[src/design/cpu_pkg.sv]
`default_nettype none

package cpu_pkg;

	////////////////////////////////////////
	// Basic widths
	////////////////////////////////////////

	typedef logic [15:0] word_t;     // Data, instruction and pc
	typedef logic [2:0]  reg_addr_t; // One of eight general registers

	////////////////////////////////////////
	// Encodings
	////////////////////////////////////////

	// Major opcodes, bits 15:11
	localparam logic [4:0] OP_ADDIU = 5'b01001;
	localparam logic [4:0] OP_RRR   = 5'b11100; // ADDU, SUBU
	localparam logic [4:0] OP_RR    = 5'b11101; // AND, OR
	localparam logic [4:0] OP_LI    = 5'b01101;
	localparam logic [4:0] OP_SHIFT = 5'b00110; // SLL
	localparam logic [4:0] OP_MOVE  = 5'b01111;

	// Function fields in the low bits
	localparam logic [1:0] FN_ADDU = 2'b01;
	localparam logic [1:0] FN_SUBU = 2'b11;
	localparam logic [4:0] FN_AND  = 5'b01100;
	localparam logic [4:0] FN_OR   = 5'b01101;
	localparam logic [1:0] FN_SLL  = 2'b00;
	localparam logic [4:0] FN_MOVE = 5'b00000;

	localparam word_t NOP_WORD = 16'h0800;

	typedef enum logic [2:0] {
		ALU_ADD  = 3'd0,
		ALU_SUB  = 3'd1,
		ALU_AND  = 3'd2,
		ALU_OR   = 3'd3,
		ALU_SLL  = 3'd4,
		ALU_PASS = 3'd5  // Forwards op1
	} alu_op_e;

	////////////////////////////////////////
	// Pipeline records
	////////////////////////////////////////

	typedef struct packed {
		logic      reg_write;
		alu_op_e   alu_op;
		reg_addr_t reg_addr;   // Destination
	} id_ctrl_t;

	typedef struct packed {
		id_ctrl_t ctrl;
		word_t    op1;
		word_t    op2;
		word_t    pc;
	} id_exe_t;

	typedef struct packed {
		reg_addr_t reg_addr;
		word_t     value;
		word_t     pc;
	} wb_t;

endpackage

`default_nettype wire

[src/design/alu_exec.sv]
`default_nettype none
`timescale 1ns/100ps

module alu_exec (
	input  logic             clk,
	input  logic             flush,
	input  cpu_pkg::id_exe_t stage,
	output logic             result_valid,
	output cpu_pkg::wb_t     result
);

	import cpu_pkg::*;

	word_t value;

	////////////////////////////////////////
	// ALU, all modulo 2**16
	////////////////////////////////////////

	always_comb begin
		case (stage.ctrl.alu_op)
			ALU_ADD:  value = stage.op1 + stage.op2;
			ALU_SUB:  value = stage.op1 - stage.op2;
			ALU_AND:  value = stage.op1 & stage.op2;
			ALU_OR:   value = stage.op1 | stage.op2;
			ALU_SLL:  value = stage.op1 << stage.op2[3:0]; // Shift of 1 to 8
			ALU_PASS: value = stage.op1;
			default:  value = '0;
		endcase
	end

	always_ff @(posedge clk or posedge flush) begin
		if (flush) begin
			result_valid <= 1'b0;
		end else begin
			result_valid <= stage.ctrl.reg_write;
		end
	end

	// Write-back record, qualified by result_valid
	always_ff @(posedge clk) begin
		result.reg_addr <= stage.ctrl.reg_addr;
		result.value    <= value;
		result.pc       <= stage.pc;
	end

	// ID/EXE was cleared too, so the first edge out of flush carries nothing
	a_quiet_after_flush: assert property (
		@(posedge clk) $fell(flush) |=> !result_valid
	);

endmodule

`default_nettype wire

[src/design/exec_core.sv]
`default_nettype none
`timescale 1ns/100ps

module exec_core (
	input  logic           clk,
	input  logic           flush,
	input  logic           instr_valid,
	input  cpu_pkg::word_t instr,
	input  cpu_pkg::word_t pc,
	output logic           result_valid,
	output cpu_pkg::wb_t   result
);

	import cpu_pkg::*;

	reg_addr_t rx_addr;
	reg_addr_t ry_addr;
	word_t     rx_value;
	word_t     ry_value;
	id_ctrl_t  ctrl;
	id_exe_t   stage;

	////////////////////////////////////////
	// ID stage
	////////////////////////////////////////

	instr_decode u_decode (
		.instr       (instr),
		.instr_valid (instr_valid),
		.rx_addr     (rx_addr),
		.ry_addr     (ry_addr),
		.ctrl        (ctrl)
	);

	reg_file u_regs (
		.clk      (clk),
		.flush    (flush),
		.rx_addr  (rx_addr),
		.ry_addr  (ry_addr),
		.rx_value (rx_value),
		.ry_value (ry_value),
		.wb_valid (result_valid),  // Write-back straight from execute
		.wb       (result)
	);

	////////////////////////////////////////
	// ID/EXE and EXE stages
	////////////////////////////////////////

	id_exe u_id_exe (
		.clk      (clk),
		.flush    (flush),
		.instr    (instr),
		.pc       (pc),
		.ctrl     (ctrl),
		.rx_value (rx_value),
		.ry_value (ry_value),
		.stage    (stage)
	);

	alu_exec u_exec (
		.clk          (clk),
		.flush        (flush),
		.stage        (stage),
		.result_valid (result_valid),
		.result       (result)
	);

endmodule

`default_nettype wire

[src/design/id_exe.sv]
`default_nettype none
`timescale 1ns/100ps

module id_exe (
	input  logic              clk,
	input  logic              flush,
	input  cpu_pkg::word_t    instr,
	input  cpu_pkg::word_t    pc,
	input  cpu_pkg::id_ctrl_t ctrl,
	input  cpu_pkg::word_t    rx_value,
	input  cpu_pkg::word_t    ry_value,
	output cpu_pkg::id_exe_t  stage
);

	import cpu_pkg::*;

	word_t op1;
	word_t op2;
	word_t imm_sext;
	word_t imm_zext;
	word_t shamt;

	assign imm_sext = {{8{instr[7]}}, instr[7:0]};
	assign imm_zext = {8'h00, instr[7:0]};
	// SLL field of zero encodes a shift by eight
	assign shamt    = (instr[4:2] == 3'd0) ? 16'd8 : {13'd0, instr[4:2]};

	////////////////////////////////////////
	// Operand select by opcode
	////////////////////////////////////////

	always_comb begin
		op1 = '0;  // NOP and unknown words
		op2 = '0;
		case (instr[15:11])
			OP_ADDIU: begin
				op1 = rx_value;
				op2 = imm_sext;
			end
			OP_RRR, OP_RR: begin
				op1 = rx_value;  // ADDU, SUBU, AND, OR
				op2 = ry_value;
			end
			OP_LI: begin
				op1 = imm_zext;
			end
			OP_SHIFT: begin
				if (instr[1:0] == FN_SLL) begin
					op1 = ry_value;
					op2 = shamt;
				end
			end
			OP_MOVE: begin
				if (instr[4:0] == FN_MOVE) begin
					op1 = ry_value;
				end
			end
			default: begin
				op1 = '0;
				op2 = '0;
			end
		endcase
	end

	always_ff @(posedge clk or posedge flush) begin
		if (flush) begin
			stage <= '0;  // Drops the instruction in flight
		end else begin
			stage.ctrl <= ctrl;
			stage.op1  <= op1;
			stage.op2  <= op2;
			stage.pc   <= pc;
		end
	end

	// Decode must never hand a write with a garbage operation
	a_alu_op_known: assert property (
		@(posedge clk) disable iff (flush)
		stage.ctrl.reg_write |-> !$isunknown(stage.ctrl.alu_op)
	);

endmodule

`default_nettype wire

[src/design/instr_decode.sv]
`default_nettype none
`timescale 1ns/100ps

module instr_decode (
	input  cpu_pkg::word_t    instr,
	input  logic              instr_valid,
	output cpu_pkg::reg_addr_t rx_addr,
	output cpu_pkg::reg_addr_t ry_addr,
	output cpu_pkg::id_ctrl_t ctrl
);

	import cpu_pkg::*;

	logic [4:0] opcode;
	reg_addr_t  rx;
	reg_addr_t  ry;
	reg_addr_t  rz;

	logic       hit;  // Kept encoding that writes a register
	alu_op_e    op;
	reg_addr_t  dest;

	assign opcode = instr[15:11];
	assign rx     = instr[10:8];
	assign ry     = instr[7:5];
	assign rz     = instr[4:2];

	// Register file is read for every word, used or not
	assign rx_addr = rx;
	assign ry_addr = ry;

	////////////////////////////////////////
	// Encoding match
	////////////////////////////////////////

	always_comb begin
		hit  = 1'b0;
		op   = ALU_ADD;
		dest = rx;   // Most instructions write rx
		case (opcode)
			OP_ADDIU: begin
				hit = 1'b1;
			end
			OP_RRR: begin
				dest = rz;
				if (instr[1:0] == FN_ADDU) begin
					hit = 1'b1;
				end else if (instr[1:0] == FN_SUBU) begin
					hit = 1'b1;
					op  = ALU_SUB;
				end
			end
			OP_RR: begin
				if (instr[4:0] == FN_AND) begin
					hit = 1'b1;
					op  = ALU_AND;
				end else if (instr[4:0] == FN_OR) begin
					hit = 1'b1;
					op  = ALU_OR;
				end
			end
			OP_LI: begin
				hit = 1'b1;
				op  = ALU_PASS;  // Immediate already in op1
			end
			OP_SHIFT: begin
				hit = (instr[1:0] == FN_SLL);
				op  = ALU_SLL;
			end
			OP_MOVE: begin
				hit = (instr[4:0] == FN_MOVE);
				op  = ALU_PASS;
			end
			default: hit = 1'b0;
		endcase
	end

	// Unstrobed, NOP or unknown words give zero control
	always_comb begin
		ctrl = '0;
		if (instr_valid && instr != NOP_WORD && hit) begin
			ctrl.reg_write = 1'b1;
			ctrl.alu_op    = op;
			ctrl.reg_addr  = dest;
		end
	end

endmodule

`default_nettype wire

[src/design/reg_file.sv]
`default_nettype none
`timescale 1ns/100ps

module reg_file (
	input  logic               clk,
	input  logic               flush,
	input  cpu_pkg::reg_addr_t rx_addr,
	input  cpu_pkg::reg_addr_t ry_addr,
	output cpu_pkg::word_t     rx_value,
	output cpu_pkg::word_t     ry_value,
	input  logic               wb_valid,
	input  cpu_pkg::wb_t       wb
);

	import cpu_pkg::*;

	word_t regs [8];

	// Write lands on the edge, readers see it next cycle
	always_ff @(posedge clk or posedge flush) begin
		if (flush) begin
			for (int i = 0; i < 8; i++) begin
				regs[i] <= '0;
			end
		end else if (wb_valid) begin
			regs[wb.reg_addr] <= wb.value;
		end
	end

	assign rx_value = regs[rx_addr]; // No bypass of same-cycle write
	assign ry_value = regs[ry_addr];

	// Write strobe from execute must be clean once out of flush
	a_wb_valid_known: assert property (
		@(posedge clk) disable iff (flush) !$isunknown(wb_valid)
	);

endmodule

`default_nettype wire

[config.mk]
export PLATFORM = sky130hd
export DESIGN_NAME = exec_core
export DESIGN_NICKNAME = d
export VERILOG_FILES = /design/src/design/cpu_pkg.sv /design/src/design/alu_exec.sv /design/src/design/exec_core.sv /design/src/design/id_exe.sv /design/src/design/instr_decode.sv /design/src/design/reg_file.sv
export SDC_FILE = /design/constraint.sdc
export NUM_CORES = 1
export LEC_CHECK = 0
export ABC_AREA = 1
export BUFFER_PORTS_ARGS = -buffer_cell sky130_fd_sc_hd__buf_2
export CORE_MARGIN = 4
export CORE_UTILIZATION = 50
export CTS_BUF_LIST = sky130_fd_sc_hd__clkbuf_4
export DETAILED_ROUTE_END_ITERATION = 7
export PLACE_DENSITY = 0.67
export SLEW_MARGIN = 20
export SYNTH_ARGS = -nofsm -noshare
export SYNTH_HDL_FRONTEND = slang
export SYNTH_HIERARCHICAL = 1
export SYNTH_SLANG_ARGS = --single-unit
export TNS_END_PERCENT = 5
[constraint.sdc]
create_clock -name clk -period 5.88 [get_ports clk]
set_input_delay 1.176 -clock clk [delete_from_list [all_inputs] [get_ports clk]]
set_output_delay 1.176 -clock clk [all_outputs]
set_load 0.02 [all_outputs]
==> results.json <==
{
  "status": "finished with violations",
  "violations": "DRC",
  "max_freq_ghz": 0.285,
  "finalSetupViolCount": 0,
  "grt_pass1_vias": 11800,
  "ys_seq_area_share_pct": 41.0,
  "powerDensity_nw_per_um2": 267,
  "gp_congestion": 1.02,
  "die_area_um2": 28500,
  "clock_latency_ns": 0.72,
  "post-route-period-util_pct": 59.6,
  "holdCritPathClass": "in -> async",
  "syn2layout_area_growth_pct": 8.51,
  "max_stage_delay_ns": 0.88,
  "slew_headroom_pct": 40.0,
  "synthCells": 1938,
  "dr.pass1.iters": 8,
  "fp.dieH_um": 169,
  "timing_worst_setup_path_type": "reg -> reg",
  "clk_pin_slew_ns": 0.07,
  "cp_slowest_cell": "dfrtp_1",
  "p_leak_nw": 7.77,
  "grt_overflow_total": 0,
  "cp_max_fo": 28,
  "cts_root_buffer": "clkbuf_4",
  "dp.cells": 2263,
  "grt_max_degree": 70,
  "vias": 12500,
  "post-route-drc-count": 1,
  "rsz0062_at_grt": "false",
  "peakVddDrop_uv": 208,
  "cts_resized": 0,
  "nFillCells": 2497,
  "vias_per_cell": 5.30,
  "grt_pass1_wl_mm": 64.2,
  "cp.required_ns": 6.46,
  "fin_tns_setup_ns": 0,
  "cts_tree": "yes",
  "initial_core_util_pct": 51.1,
  "worst_ep_arrival_time_ns": 4.09,
  "fin_cells": 2363,
  "core-area_um2": 25300,
  "drv_slew": 0,
  "drive_gt1_share_pct": 11.0,
  "worstSetupStartpointType": "flip-flop",
  "place_hpwl_mm": 27.1,
  "fp-row-count": 58,
  "yosys.area.top_type": "dfrtp_1",
  "synth_area_per_cell_um2": 6.67,
  "syn_area_um2": 12900,
  "cp-end-kind": "flip-flop",
  "maxCapViolations": 0,
  "io_pins": 71,
  "fin_crit_ns": 3.51,
  "synth_nets": 1993,
  "synthFlopType": "dfrtp_1",
  "netlist.area_leader.share_pct": 35.6,
  "crit_top_cell": "nand2_1",
  "post-cts-setup-buffers": 0,
  "wl_mm": 40.7,
  "htree_levels": 2,
  "cts_buffer_depth": 3,
  "antenna_found_initial": 1,
  "finalHoldViolations": 0,
  "cts.sinks": 219,
  "ys_async_sr_fraction_pct": 84.0,
  "grt_use_total_pct": 28.2,
  "synth.distinct_cells": 48,
  "fp.dieW_um": 169,
  "ys_warn_count": 6,
  "cp_cell_sequence": "inv_2 -> ha_1 -> nand3_1 -> nor2_1 -> nand4_1 -> inv_1 -> nand2_1 -> nand2_1 -> xor2_1 -> inv_1 -> ha_1 -> nand2_1 -> nand2_1 -> a21oi_1 -> nand2_1 -> a21oi_1 -> nand3_1 -> nand3_1 -> nand2_1",
  "io_buffers": 70,
  "ant_nets": 0,
  "seq_area_um2": 5310,
  "cts_buffers": 57,
  "fin_nets": 2047,
  "hold_buffers": 0,
  "synth_area_leaders": "dfrtp_1, nand2_1, nand3_1",
  "drtIter0Drc": 1567,
  "wl_per_cell_um": 17.2,
  "fin_skew_ns": 0.0524,
  "postSynthRegisterBits": 219,
  "worst_slew_pin_slew_ns": 0.900,
  "multi_input_area_um2": 6200,
  "synth_edf_count": 0
}
-- through the flow --
stage	utilization, %	power, mW	setup WS (ns)	hold WS, ns	instance area, µm²
6_report	55.4	3.75	2.37	0.326	14000
5_1_grt	55.4	3.99	2.07	0.270	14000
4_1_cts	55.4	3.79	2.43	0.271	14000
3_5_place_dp	52.7	2.49	2.44	0.327	13300
3_3_place_gp	52.6	2.49	2.59	0.325	13300
2_1_floorplan	-	2.22	1.29	0.324	12900
-- sequential cells by signal, summed over array words and instances, names as in the netlist --
register / count
u_id_exe/stage: 55
u_exec/result_valid: 1
u_regs/regs: 128
u_exec/result: 35
-- layout make-up --
cell class,count,share of cell area (%)
Timing Repair Buffer,86,3.35
Sequential cell,219,37.8
Tap cell,330,2.94
Antenna cell,1,0.0178
Multi-Input combinational cell,1376,44.2
Clock inverter,19,0.633
Inverter,252,6.79
Clock buffer,80,4.28
-- routing by layer --
| layer | track usage (%) | vias up | routed length (µm) |
|---|---|---|---|
| li1 | - | 6151 | - |
| met1 | 38.4 | 5723 | 17400 |
| met2 | 43.6 | 546 | 18200 |
| met3 | 6.35 | 105 | 3540 |
| met4 | 12.1 | 0 | 1570 |
| met5 | 0 | - | 0 |
-- path summary, 6_finish.rpt --
path                                              startpoint  depth (start not counted)  slack, ns                             to
worst min-delay path                                   flush                          2       0.33  u_exec/result_valid$_DFF_PP0_
worst min register to register  u_id_exe/stage[15]$_DFF_PP0_                          0       0.34      u_exec/result[15]$_DFF_P_
worst max register to register  u_id_exe/stage[16]$_DFF_PP0_                         19       2.37   u_exec/result[31]$_SDFF_PN0_
min in group clk                u_id_exe/stage[15]$_DFF_PP0_                          0       0.34      u_exec/result[15]$_DFF_P_
max in group asynchronous                              flush                          3       4.32    u_regs/regs[37]$_DFFE_PP0P_
worst max-delay path            u_id_exe/stage[16]$_DFF_PP0_                         19       2.37   u_exec/result[31]$_SDFF_PN0_
-- synth_stat cells, types with 18 or more instances --
library cell	n
a21oi_1	35
buf_2	48
clkbuf_1	23
dfrtp_1	184
dfxtp_1	35
ha_1	19
inv_1	241
nand2_1	793
nand3_1	188
nor2_1	81
o21ai_0	155
o21ai_1	18
-- where the power goes --
part / switching (mW) / internal (mW) / total (mW)
clock: 0.648 / 0.629 / 1.28
sequential: 0.111 / 1.61 / 1.72
combinational: 0.534 / 0.220 / 0.754
-- worst max-delay path: cells and delay by family (launching register included) --
kind            cells  cell delay [ns]
compound gates      2             0.38
xor+xnor            1             0.15
fa+ha+maj           2             0.67
buf+inv             3             0.35
flops               1             0.88
simple gates       11             0.96
-- logic make-up after synthesis --
logic type,Yosys count,synth area share [%]
buffers and inverters,343,11.1
muxes,2,0.155
DFF,219,41.0
adders and majority gates,20,1.99
and+or+nand+nor,1112,35.5
AOI/OAI and AO/OA,230,9.49
xor gates and xnor gates,12,0.813
-- placed cells by master, fill, tap and decap left out, types with 4 or more instances in the layout --
| master | count |
|---|---|
| a21oi_1 | 35 |
| a32oi_1 | 5 |
| buf_2 | 70 |
| buf_4 | 16 |
| clkbuf_4 | 80 |
| clkinv_1 | 13 |
| dfrtp_1 | 184 |
| dfxtp_1 | 35 |
| ha_1 | 19 |
| inv_1 | 238 |
| inv_2 | 11 |
| nand2_1 | 792 |
| nand2_2 | 8 |
| nand3_1 | 188 |
| nor2_1 | 81 |
| nor2_2 | 12 |
| nor3_1 | 8 |
| o211ai_1 | 4 |
| o21ai_0 | 155 |
| o21ai_1 | 18 |
| or2_2 | 4 |
| xor2_1 | 12 |
(Power assumes the default switching activity.)
